**config.mk**
```make
export PLATFORM = sky130hd
export DESIGN_NAME = queue_states_top
export DESIGN_NICKNAME = d
export VERILOG_FILES = /design/src/logic/queue_states_pkg.sv /design/src/logic/page_ifc.sv /design/src/logic/free_page_pool.sv /design/src/logic/tail_tracker.sv /design/src/logic/head_tracker.sv /design/src/logic/occupancy_table.sv /design/src/logic/queue_states_top.sv
export VERILOG_INCLUDE_DIRS = /design/src /design/src/logic
export SDC_FILE = /design/constraint.sdc
export NUM_CORES = 1
export LEC_CHECK = 0
export ABC_AREA = 1
export BUFFER_PORTS_ARGS = -buffer_cell sky130_fd_sc_hd__buf_2
export CORE_ASPECT_RATIO = 1.1
export CORE_MARGIN = 4
export CORE_UTILIZATION = 30
export CTS_CLUSTER_DIAMETER = 50
export DETAILED_ROUTE_END_ITERATION = 12
export GPL_ROUTABILITY_DRIVEN = 0
export HOLD_SLACK_MARGIN = 0.12
export PLACE_DENSITY = 0.47
export SLEW_MARGIN = 20
export SYNTH_ARGS = -nofsm -noshare
export SYNTH_HDL_FRONTEND = slang
export SYNTH_SLANG_ARGS = --single-unit
```
**constraint.sdc**
```tcl
create_clock -name clk -period 7.6 [get_ports clk]
set_input_delay 0.38 -clock clk [delete_from_list [all_inputs] [get_ports clk]]
set_output_delay 0.38 -clock clk [all_outputs]
set_load 0.01 [all_outputs]
```
**src/logic/queue_states_params.svh**
```systemverilog
//////////////////////////////
// Queue state sizes
//////////////////////////////

`ifndef QUEUE_STATES_PARAMS_SVH
`define QUEUE_STATES_PARAMS_SVH

// Queue and page geometry
`define QS_NUM_QUEUES      8
`define QS_NUM_PAGES       16
`define QS_WORDS_PER_PAGE  8
`define QS_BYTES_PER_WORD  64

// Packet limits, one MTU never spans more than a page
`define QS_MTU_BYTES       512
`define QS_MIN_BYTES       64

// Width of one byte occupancy counter
`define QS_OCC_BITS        16

`endif

```
**src/logic/queue_states_pkg.sv**
```systemverilog
//////////////////////////////
// Queue state types
//////////////////////////////

`default_nettype none

`include "queue_states_params.svh"

package queue_states_pkg;

    // Indexes
    typedef logic [$clog2(`QS_NUM_QUEUES)-1:0] queue_idx_t;
    typedef logic [$clog2(`QS_NUM_PAGES)-1:0] page_idx_t;

    // Offset of a word inside its page
    typedef logic [$clog2(`QS_WORDS_PER_PAGE)-1:0] word_ptr_t;

    // Packet length in words, 1 up to a full page
    typedef logic [$clog2(`QS_WORDS_PER_PAGE+1)-1:0] word_cnt_t;

    // Packet or word length in bytes
    typedef logic [$clog2(`QS_MTU_BYTES+1)-1:0] byte_len_t;

    // Bytes held by one queue
    typedef logic [`QS_OCC_BITS-1:0] occupancy_t;

endpackage

`default_nettype wire

```
**src/logic/page_ifc.sv**
```systemverilog
//////////////////////////////
// Page events
//////////////////////////////

`timescale 1ns/1ps
`default_nettype none

interface page_ifc;
    import queue_states_pkg::*;

    // Allocate request from the tail side
    logic       alloc;
    queue_idx_t alloc_queue;
    logic       first_page;
    page_idx_t  prev_page;

    // Offer from the pool, valid every cycle
    page_idx_t  alloc_page;
    logic       pool_empty;

    // Page handed back by the head side
    logic       release_en;
    page_idx_t  release_page;

    modport tail (
        output alloc, alloc_queue, first_page, prev_page,
        input  alloc_page, pool_empty
    );

    modport pool (
        input  alloc, release_en, release_page,
        output alloc_page, pool_empty
    );

    modport head (
        input  alloc, alloc_queue, first_page, prev_page, alloc_page,
        output release_en, release_page
    );

endinterface

`default_nettype wire

```
**src/logic/free_page_pool.sv**
```systemverilog
//////////////////////////////
// Free page pool
//////////////////////////////

`timescale 1ns/1ps
`default_nettype none

`include "queue_states_params.svh"

module free_page_pool (
    input logic clk,
    input logic reset,
    page_ifc.pool pages
);
    import queue_states_pkg::*;

    // One bit per page, set while the page is free
    logic [`QS_NUM_PAGES-1:0] free_map;

    //////////////////////////////
    // Allocation offer
    //////////////////////////////

    // Lowest free page wins
    always_comb begin
        pages.alloc_page = '0;
        for (int p = `QS_NUM_PAGES - 1; p >= 0; p--) begin
            if (free_map[p]) begin
                pages.alloc_page = page_idx_t'(p);
            end
        end
    end

    assign pages.pool_empty = ~|free_map;

    //////////////////////////////
    // Bitmap update
    //////////////////////////////

    // A released page is always owned, so it never equals the offered page
    always_ff @(posedge clk) begin
        if (reset) begin
            free_map <= '1;
        end else begin
            if (pages.alloc) begin
                free_map[pages.alloc_page] <= 1'b0;
            end
            if (pages.release_en) begin
                free_map[pages.release_page] <= 1'b1;
            end
        end
    end

endmodule

`default_nettype wire

```
**src/logic/tail_tracker.sv**
```systemverilog
//////////////////////////////
// Enqueue tail tracking
//////////////////////////////

`timescale 1ns/1ps
`default_nettype none

`include "queue_states_params.svh"

module tail_tracker (
    input  logic                         clk,
    input  logic                         reset,
    input  logic                         enq_valid,
    input  queue_states_pkg::queue_idx_t enq_queue,
    input  queue_states_pkg::byte_len_t  enq_bytes,
    page_ifc.tail                        pages,
    output logic                         accept,
    output logic                         drop,
    input  queue_states_pkg::queue_idx_t rd_queue,
    output queue_states_pkg::word_ptr_t  rd_tail_ptr,
    output queue_states_pkg::page_idx_t  rd_tail_page
);
    import queue_states_pkg::*;

    typedef logic [$bits(byte_len_t):0] bytes_ext_t;
    typedef logic [$bits(word_cnt_t):0] ptr_sum_t;

    localparam int WORD_SHIFT = $clog2(`QS_BYTES_PER_WORD);
    localparam bytes_ext_t ROUND_UP = bytes_ext_t'(`QS_BYTES_PER_WORD - 1);
    localparam ptr_sum_t PAGE_WORDS = ptr_sum_t'(`QS_WORDS_PER_PAGE);

    word_ptr_t                tail_ptr  [`QS_NUM_QUEUES];
    page_idx_t                tail_page [`QS_NUM_QUEUES];
    logic [`QS_NUM_QUEUES-1:0] has_page;

    bytes_ext_t bytes_round;
    word_cnt_t  word_cnt;
    ptr_sum_t   ptr_sum;
    logic       need_page;
    word_ptr_t  next_ptr;

    //////////////////////////////
    // Page decision
    //////////////////////////////

    always_comb begin
        // Ceiling division by the word size
        bytes_round = {1'b0, enq_bytes} + ROUND_UP;
        word_cnt    = word_cnt_t'(bytes_round >> WORD_SHIFT);
        ptr_sum     = ptr_sum_t'(tail_ptr[enq_queue]) + ptr_sum_t'(word_cnt);
        need_page   = !has_page[enq_queue] || (ptr_sum >= PAGE_WORDS);
        if (ptr_sum >= PAGE_WORDS) begin
            next_ptr = word_ptr_t'(ptr_sum - PAGE_WORDS);
        end else begin
            next_ptr = word_ptr_t'(ptr_sum);
        end
    end

    assign accept = enq_valid && !(need_page && pages.pool_empty);

    // Allocate request toward the pool and the head side
    assign pages.alloc       = accept && need_page;
    assign pages.alloc_queue = enq_queue;
    assign pages.first_page  = !has_page[enq_queue];
    assign pages.prev_page   = tail_page[enq_queue];

    //////////////////////////////
    // State registers
    //////////////////////////////

    always_ff @(posedge clk) begin
        if (reset) begin
            tail_ptr  <= '{default: '0};
            tail_page <= '{default: '0};
            has_page  <= '0;
            drop      <= 1'b0;
        end else begin
            drop <= enq_valid && need_page && pages.pool_empty;
            if (accept) begin
                tail_ptr[enq_queue] <= next_ptr;
                if (need_page) begin
                    tail_page[enq_queue] <= pages.alloc_page;
                    has_page[enq_queue]  <= 1'b1;
                end
            end
        end
    end

    assign rd_tail_ptr  = tail_ptr[rd_queue];
    assign rd_tail_page = tail_page[rd_queue];

endmodule

`default_nettype wire

```
**src/logic/head_tracker.sv**
```systemverilog
//////////////////////////////
// Dequeue head tracking
//////////////////////////////

`timescale 1ns/1ps
`default_nettype none

`include "queue_states_params.svh"

module head_tracker (
    input  logic                         clk,
    input  logic                         reset,
    input  logic                         deq_valid,
    input  queue_states_pkg::queue_idx_t deq_queue,
    page_ifc.head                        pages,
    input  queue_states_pkg::queue_idx_t rd_queue,
    output queue_states_pkg::word_ptr_t  rd_head_ptr,
    output queue_states_pkg::page_idx_t  rd_head_page
);
    import queue_states_pkg::*;

    localparam word_ptr_t LAST_WORD = word_ptr_t'(`QS_WORDS_PER_PAGE - 1);

    word_ptr_t head_ptr  [`QS_NUM_QUEUES];
    page_idx_t head_page [`QS_NUM_QUEUES];

    // Page chain, entry p holds the page that follows page p
    page_idx_t next_link [`QS_NUM_PAGES];

    logic      at_last_word;
    logic      link_write;
    page_idx_t next_page;

    assign at_last_word = head_ptr[deq_queue] == LAST_WORD;
    assign link_write   = pages.alloc && !pages.first_page;

    // Forward a link that is written in this same cycle
    always_comb begin
        if (link_write && pages.prev_page == head_page[deq_queue]) begin
            next_page = pages.alloc_page;
        end else begin
            next_page = next_link[head_page[deq_queue]];
        end
    end

    // Leaving the last word frees the page
    assign pages.release_en   = deq_valid && at_last_word;
    assign pages.release_page = head_page[deq_queue];

    //////////////////////////////
    // Link table
    //////////////////////////////

    always_ff @(posedge clk) begin
        if (link_write) begin
            next_link[pages.prev_page] <= pages.alloc_page;
        end
    end

    //////////////////////////////
    // Head state
    //////////////////////////////

    always_ff @(posedge clk) begin
        if (reset) begin
            head_ptr  <= '{default: '0};
            head_page <= '{default: '0};
        end else begin
            // First page of a queue starts its chain
            if (pages.alloc && pages.first_page) begin
                head_page[pages.alloc_queue] <= pages.alloc_page;
            end
            if (deq_valid) begin
                head_ptr[deq_queue] <= head_ptr[deq_queue] + 1'b1;
                if (at_last_word) begin
                    head_page[deq_queue] <= next_page;
                end
            end
        end
    end

    assign rd_head_ptr  = head_ptr[rd_queue];
    assign rd_head_page = head_page[rd_queue];

endmodule

`default_nettype wire

```
**src/logic/occupancy_table.sv**
```systemverilog
//////////////////////////////
// Byte occupancy
//////////////////////////////

`timescale 1ns/1ps
`default_nettype none

`include "queue_states_params.svh"

module occupancy_table (
    input  logic                         clk,
    input  logic                         reset,
    input  logic                         accept,
    input  queue_states_pkg::queue_idx_t enq_queue,
    input  queue_states_pkg::byte_len_t  enq_bytes,
    input  logic                         deq_valid,
    input  queue_states_pkg::queue_idx_t deq_queue,
    input  queue_states_pkg::byte_len_t  deq_bytes,
    input  queue_states_pkg::queue_idx_t rd_queue,
    output queue_states_pkg::occupancy_t rd_occupancy,
    output logic [`QS_NUM_QUEUES-1:0]    queue_empty
);
    import queue_states_pkg::*;

    occupancy_t occupancy [`QS_NUM_QUEUES];
    occupancy_t add_bytes [`QS_NUM_QUEUES];
    occupancy_t sub_bytes [`QS_NUM_QUEUES];

    // Per-queue deltas, an enqueue and a dequeue may hit one queue together
    always_comb begin
        for (int q = 0; q < `QS_NUM_QUEUES; q++) begin
            add_bytes[q] = '0;
            sub_bytes[q] = '0;
            if (accept && enq_queue == queue_idx_t'(q)) begin
                add_bytes[q] = occupancy_t'(enq_bytes);
            end
            if (deq_valid && deq_queue == queue_idx_t'(q)) begin
                sub_bytes[q] = occupancy_t'(deq_bytes);
            end
        end
    end

    always_ff @(posedge clk) begin
        if (reset) begin
            occupancy <= '{default: '0};
        end else begin
            for (int q = 0; q < `QS_NUM_QUEUES; q++) begin
                occupancy[q] <= occupancy[q] + add_bytes[q] - sub_bytes[q];
            end
        end
    end

    // Empty while no bytes are held
    always_comb begin
        for (int q = 0; q < `QS_NUM_QUEUES; q++) begin
            queue_empty[q] = occupancy[q] == '0;
        end
    end

    assign rd_occupancy = occupancy[rd_queue];

endmodule

`default_nettype wire

```
**src/logic/queue_states_top.sv**
```systemverilog
//////////////////////////////
// Queue state tracker
//////////////////////////////

`timescale 1ns/1ps
`default_nettype none

`include "queue_states_params.svh"

module queue_states_top (
    input  logic                         clk,
    input  logic                         reset,
    input  logic                         enq_valid,
    input  queue_states_pkg::queue_idx_t enq_queue,
    input  queue_states_pkg::byte_len_t  enq_bytes,
    input  logic                         deq_valid,
    input  queue_states_pkg::queue_idx_t deq_queue,
    input  queue_states_pkg::byte_len_t  deq_bytes,
    input  queue_states_pkg::queue_idx_t rd_queue,
    output logic [`QS_NUM_QUEUES-1:0]    queue_empty,
    output logic                         drop,
    output queue_states_pkg::occupancy_t rd_occupancy,
    output queue_states_pkg::word_ptr_t  rd_tail_ptr,
    output queue_states_pkg::page_idx_t  rd_tail_page,
    output queue_states_pkg::word_ptr_t  rd_head_ptr,
    output queue_states_pkg::page_idx_t  rd_head_page
);

    // Packet admitted by the tail side this cycle
    logic accept;

    page_ifc pages ();

    free_page_pool u_pool (
        .clk   (clk),
        .reset (reset),
        .pages (pages)
    );

    tail_tracker u_tail (
        .clk          (clk),
        .reset        (reset),
        .enq_valid    (enq_valid),
        .enq_queue    (enq_queue),
        .enq_bytes    (enq_bytes),
        .pages        (pages),
        .accept       (accept),
        .drop         (drop),
        .rd_queue     (rd_queue),
        .rd_tail_ptr  (rd_tail_ptr),
        .rd_tail_page (rd_tail_page)
    );

    head_tracker u_head (
        .clk          (clk),
        .reset        (reset),
        .deq_valid    (deq_valid),
        .deq_queue    (deq_queue),
        .pages        (pages),
        .rd_queue     (rd_queue),
        .rd_head_ptr  (rd_head_ptr),
        .rd_head_page (rd_head_page)
    );

    occupancy_table u_occupancy (
        .clk          (clk),
        .reset        (reset),
        .accept       (accept),
        .enq_queue    (enq_queue),
        .enq_bytes    (enq_bytes),
        .deq_valid    (deq_valid),
        .deq_queue    (deq_queue),
        .deq_bytes    (deq_bytes),
        .rd_queue     (rd_queue),
        .rd_occupancy (rd_occupancy),
        .queue_empty  (queue_empty)
    );

endmodule

`default_nettype wire

```
; Word level (Yosys, flattened, before mapping)
; Memory sizes are Yosys's and may differ from the RTL's.
; Cells that the tools add are included.
[word_totals]
regBits = 265
mem_bits_rw = 64
inputBits = 33
output_inout_bits = 39
wordCells = 236
mem_count = 1
[op_classes]
add_sub_neg = 20
order_cmp = 12
n_eq_ne = 16
n_mux = 91
n_bitwise = 7
reduce_logical = 46
[memory_table]
columns = memory, words, width, rd, rd_clocked_by_memory_dff, wr, line_no
row1 = u_head.next_link, 16, 4, 1, 0, 1, head_tracker.sv:28  ; page_idx_t next_link [`QS_NUM_PAGES];
[op_table]
columns = op, n
row1 = 10-bit 2-to-1 mux, 16
row2 = 16-bit by 10-bit adder with 16-bit output, 8
row3 = 16-bit logical NOT, 8
row4 = 32-bit 2-to-1 mux, 4
row5 = 16-bit by 10-bit subtractor with 16-bit output, 8
row6 = 4-bit 2-to-1 mux, 27
row7 = 32-bit bitwise mux, 3
row8 = 16-bit 2-to-1 mux, 5
row9 = 16-bit binary-select mux with 3-bit select, 1
row10 = 4-bit binary-select mux with 3-bit select, 4
row11 = 24-bit bitwise mux, 2
row12 = 3-bit binary-select mux with 3-bit select, 4
row13 = 3-bit 2-to-1 mux, 11
row14 = 1-bit logical AND, 30
row15 = 3-bit == test (second input constant), 9
row16 = 4-bit demux with 3-bit select, 2
row17 = 3-bit demux with 3-bit select, 2
row18 = 16-bit AND, 1
row19 = 16-bit inverter, 1
row20 = 16-bit OR, 1
row21 = 16-bit OR reduction, 1
row22 = 3-bit by 2-bit == test with 1-bit output (second input constant), 4
row23 = 4-bit >= comparator (second input constant), 3
row24 = 3-bit inverter with 4-bit output, 3
row25 = other kinds (21), 34

; Longest topological paths before layout
[depth]
ltp_word = 26
depth_mapped = 39
mapped_depth_nobuf = 37

; Cells and area by module
; Synthesis repeated with hierarchy kept, for this count alone.
[unflattened]
hier_cells = 4210
hier_area_um2 = 26894.5
[modules_own_cells]
columns = mod, instances, cells_per_inst, area_per_inst_um2
row1 = occupancy_table, 1, 2598, 15372.2
row2 = head_tracker, 1, 814, 6394.9
row3 = tail_tracker, 1, 641, 4113.9
row4 = free_page_pool, 1, 157, 1013.5

; Worst setup path after synthesis
; No wires, ideal clock.
[synth_path]
kind = input-to-reg
startpoint = in enq_queue[2]
endpoint = reg u_occupancy.occupancy[13] in the netlist's numbering
arrival_time_ps = 4901
t_required_ps = 7487
slack_ps = 2586
stages = 31
cell_sequence = clkbuf_1 > inv_1 > clkbuf_1 > o21ai_0 > ha_1 > inv_1 > fa_1 > o21bai_1 > nand3_1 > nand2_1 > inv_2 > nand2_2 > buf_6 > nand3_2 > nand2_8 > nor2_4 > buf_6 > nand2_1 > fa_1 > inv_1 > ha_1 > a21oi_1 > nand2_1 > a21oi_1 > o21ai_0 > a21boi_0 > o21ai_0 > a21boi_0 > nand2_1 > nand2_1 > nor2_1
[synth_via]
elab_chain_len = 14
elab_cells_between_ends = 18
[synth_rtl]
columns = element, line_no
row1 = "start, declared", queue_states_top.sv:14  ; input queue_states_pkg::queue_idx_t enq_queue,
row2 = 3-bit inverter with 4-bit output (implied by the code), tail_tracker.sv:50  ; ptr_sum = ptr_sum_t'(tail_ptr[enq_queue]) + ptr_sum_t'(word_cnt);
row3 = 3-bit binary-select mux with 3-bit select, tail_tracker.sv:50
row4 = 3-bit 2-to-1 mux (implied by the code) (2 in a row), tail_tracker.sv:50
row5 = 3-bit by 4-bit adder with 5-bit output, tail_tracker.sv:50
row6 = 5-bit by 4-bit >= comparator with 1-bit output, tail_tracker.sv:51  ; need_page = !has_page[enq_queue] || (ptr_sum >= PAGE_WORDS);
row7 = 1-bit logical OR, tail_tracker.sv:51
row8 = 1-bit logical AND, tail_tracker.sv:59  ; assign accept = enq_valid && !(need_page && pages.pool_empty);
row9 = 1-bit logical NOT, tail_tracker.sv:59
row10 = 1-bit logical AND, tail_tracker.sv:59
row11 = 1-bit logical AND (*), occupancy_table.sv:34  ; if (accept && enq_queue == queue_idx_t'(q)) begin
row12 = 10-bit 2-to-1 mux (*), occupancy_table.sv:34
row13 = 16-bit by 10-bit adder with 16-bit output (*), occupancy_table.sv:48  ; occupancy[q] <= occupancy[q] + add_bytes[q] - sub_bytes[q];
row14 = 16-bit by 10-bit subtractor with 16-bit output (*), occupancy_table.sv:48
row15 = "end signal, assigned by index", occupancy_table.sv:48
row16 = "end, declared", occupancy_table.sv:25  ; occupancy_t occupancy [`QS_NUM_QUEUES];
; Mark *: on every way between the ends. The rest lies on a longest branch, timed or not. The select of a mux whose other input is x is not followed.
; A chain may end at the register's enable or synchronous reset.

; Worst setup path after layout
[layout_path]
startpoint = reg u_tail.tail_ptr[1] in the netlist's numbering
endpoint = reg u_occupancy.occupancy[13] in the netlist's numbering
[layout_via]
elab_chain_len = 13
[layout_rtl]
columns = element, line_no
row1 = "start, declared", tail_tracker.sv:32  ; word_ptr_t tail_ptr [`QS_NUM_QUEUES];
row2 = "start signal, assigned by index", tail_tracker.sv:80  ; tail_ptr[enq_queue] <= next_ptr;
row3 = 3-bit binary-select mux with 3-bit select, tail_tracker.sv:50
row4 = 3-bit 2-to-1 mux (implied by the code) (2 in a row), tail_tracker.sv:50
row5 = 3-bit by 4-bit adder with 5-bit output, tail_tracker.sv:50
row6 = 5-bit by 4-bit >= comparator with 1-bit output, tail_tracker.sv:51
row7 = 1-bit logical OR, tail_tracker.sv:51
row8 = 1-bit logical AND, tail_tracker.sv:59
row9 = 1-bit logical NOT, tail_tracker.sv:59
row10 = 1-bit logical AND, tail_tracker.sv:59
row11 = 1-bit logical AND, occupancy_table.sv:34
row12 = 10-bit 2-to-1 mux, occupancy_table.sv:34
row13 = 16-bit by 10-bit adder with 16-bit output, occupancy_table.sv:48
row14 = 16-bit by 10-bit subtractor with 16-bit output, occupancy_table.sv:48
; Every way passes these cells. The select of a mux whose other input is x is not followed.

==> reports/qor.txt <==
Post-CTS sizing - 0
Die Ht - 307 um
Final instance area - 27700 um^2
Synth Area in Compound Gates - 20.1%
Final min period - 5.53 ns
Fillers - 8753
Combinational power share - 46.7%
Max frequency - 181 MHz
Synth Area in Adders - 14.8%
Synth area leaders - dfxtp_1 22%, nand2_1 10%, inv_1 9.2%
Top FF cell, synth - dfxtp_1
Row count - 109
WHS Path Cells - 5
Tcrit/Tclk final - 72.7%
Clk pwr share - 30.3%
FF-to-FF setup slack - 2.07 ns
Net Sw Frac - 43.1%
WL per Instance - 18.1 um
Clk buf depth - 3
Post-synthesis sequential area ratio - 29.7%
RSZ-0062 raised after global routing - false
Reg-to-Reg Start - u_tail.tail_ptr[1]
Max rail drop VDD - 0.000203 V
Initial antenna violation count - 2
CTS sink cnt - 329
Min-Delay Path Class - input port to register
Worst setup margin - 2.07 ns
M2 GR Usage - 32.4%
CP arrival - 6.10 ns
Final WL - 84300 um
GRT met1 Usage - 25.8%
Critical path startpoint category - register
Total Neg Setup Slack - 0 ns
Most numerous cell in the Yosys netlist - nand2_1
Largest net degree at the start of global routing - 118
Min-Delay Endpoint - u_head.head_ptr[12]
Antenna Cells - 0
Fin. max-slew vios - 0
Cell taking the most area after synthesis - dfxtp_1
Placed instance area - 25500 um^2
Initial Utilization - 30.3%
Chip width - 279 um
Number of global-route vias before repair - 22037
Hold Fails Final Rpt - 0
Main combinational cell family by area after synthesis - simple AND/OR/NAND/NOR gates
First-pass GRT wire length - 129000 um
Area of the multi-input gates - 14100 um^2
Post-synth top area share - 21.8%
DR iter-0 viols - 1746
Core ar. - 80300 um^2
Mapped cell area - 24300 um^2
XOR/XNOR share of the synthesized area - 0.108%
CTS tree - done
Die area - 85600 um^2
Pwr Density - 348 nW/um^2
Net Count, Synth - 3816
Status - completed
Num CTS Buffers - 61
Hold_sp - deq_valid
CTS Hold Bufs - 0
Setup Skew - 0.0628 ns
Synthesis warning total - 0
Clk pin slew, worst setup/hold paths - 0.06 ns
Crit Reg-Reg Endpoint - u_occupancy.occupancy[13]
Multiplexer share of the synthesized area - 0%
P_int - 5.48 mW
Maxcap violations - 0
Via Count - 22949
GRT busiest layer - met2
Worst rel slew slack - 34.6%
Synth cell count leaders - 668 x nand2_1, 597 x inv_1, 402 x a21oi_1, 387 x nor2_1, 290 x o21ai_0
Worst R2R Path Depth - 27
Sequential Power Share - 23.0%
Crit Path Class - register to register
Final nets - 3835
Psw - 4.16 mW
H-tree depth - 2
EDFF count, synth - 64
Reg area - 7230 um^2
CP Max Fanout - 14
Setup bufs post-CTS - 0
Gate Count Post-Synth - 3545
# DRC - 0
Synth async-reset ratio - 0%
Critical path endpoint category - register
Final core occ - 34.5%
Synth Area in Simple Gates - 23.2%
Post-DP HPWL - 61500 um
All-layer global routing usage - 19.2%
Worst hold slack - 0.260 ns
Least-Margin Pin Slew - 0.981 ns
Final setup fails - 0
DR vias/cell - 4.91
Required @ worst endpoint - 8.18 ns
Drt first pass iters - 6
Global route overflow - 0
Synth Area per Inst - 6.86 um^2
Number of port buffers - 71
Routed Antenna Nets - 0
Pre-CTS setup slack - 1.54 ns
LEAKAGE - 12.8 nW
Cell variety after synth - 55
Area Overhead vs Synth - 14.1%
Boundary Pins - 72
GRT met3 Usage - 2.59%
Ratio of cells with drive above 1 in the final layout - 8.19%
Seq cells post-synth - 329
CTS root buf - clkbuf_16
Worst skew pair latency - 0.66 ns
-- critical path: stages, from the launching register on --
cell	delay, ns
dfxtp_1	0.31
inv_1	0.08
o22ai_1	0.09
a211oi_1	0.28
o21ai_0	0.17
ha_1	0.31
a21o_1	0.18
a21oi_1	0.16
nand2_1	0.08
nand2_1	0.07
nand2_2	0.25
nand3_2	0.22
nand2_8	0.13
nor2_4	0.39
nand2_1	0.13
fa_1	0.53
inv_1	0.04
ha_1	0.33
nand3_1	0.08
nand2_1	0.11
a21oi_1	0.10
o21ai_0	0.41
a21boi_0	0.24
o21ai_0	0.33
a21boi_0	0.18
nand2_1	0.09
nand2_1	0.06
nor2_1	0.11
-- state kept, by name (all words and copies together), names as in the netlist, 8 cells and up --
name / flops
u_occupancy.occupancy: 128
u_tail.has_page: 8
u_head.next_link: 64
u_head.head_ptr: 24
u_pool.free_map: 16
u_tail.tail_ptr: 24
u_head.head_page: 32
u_tail.tail_page: 32
-- layout make-up --
type | instances | share of cell area (%)
inverters | 624 | 8.47
multi-input cells | 2461 | 51.0
clock buffers | 70 | 5.84
flip-flops and latches | 329 | 26.1
well taps | 1054 | 4.75
clock inverters | 45 | 2.08
repair buffers | 87 | 1.80
-- placed cells by master (no fill, tap or decap), drive strengths merged, types with 40 or more instances in the layout --
cell type / synthesis / final
clkbuf: 81 / 70
nor2: 417 / 417
edfxtp: 64 / 64
nand3: 153 / 153
nand2: 685 / 685
ha: 157 / 157
o21ai: 331 / 331
dfxtp: 265 / 265
fa: 81 / 81
buf: 50 / 87
a21oi: 408 / 408
a31oi: 40 / 40
inv: 624 / 631
-- layer usage --
metal / vias to the layer above / routed length, um / share of wire (%)
met5: - / 10 / 0.012
met4: 2 / 2690 / 3.2
met3: 142 / 4060 / 4.8
met2: 552 / 39400 / 47
met1: 10668 / 38200 / 45
li1: 11585 / - / -
-- power by group through the flow --
| stage | combinational, mW | sequential [mW] | clock, mW |
|---|---|---|---|
| floorplan | 3.38 | 2.20 | 0 |
| global placement | 4.47 | 2.25 | 0 |
| detailed placement | 4.48 | 2.25 | 0 |
| CTS | 4.50 | 2.21 | 2.99 |
| global route | 5.20 | 2.24 | 3.08 |
| finish | 4.50 | 2.21 | 2.92 |
-- worst max path at each step --
stage	from	to	slack, ns	cells past startpoint
2_1_floorplan	enq_queue[2]	u_occupancy.occupancy[13]	2.59	31
3_3_place_gp	enq_queue[1]	u_occupancy.occupancy[13]	1.62	31
3_5_place_dp	enq_queue[1]	u_occupancy.occupancy[13]	1.54	31
4_1_cts	u_tail.tail_ptr[1]	u_occupancy.occupancy[13]	2.16	27
5_1_grt	u_tail.tail_ptr[1]	u_occupancy.occupancy[13]	1.50	27
6_report	u_tail.tail_ptr[1]	u_occupancy.occupancy[13]	2.07	27
-- per-stage QoR --
step / power [mW] / instances
6_report: 9.64 / 4670
4_1_cts: 9.70 / 4669
3_3_place_gp: 6.72 / 4554
3_5_place_dp: 6.72 / 4554
5_1_grt: 10.5 / 4670
2_1_floorplan: 5.58 / 3545
-- kinds of logic after synthesis --
group           after synthesis
compound gates              894
xor+xnor                      3
fa+ha+maj                   238
buf+inv                     755
flops                       329
simple gates               1326
No activity file was read; power rests on OpenSTA's default activity.
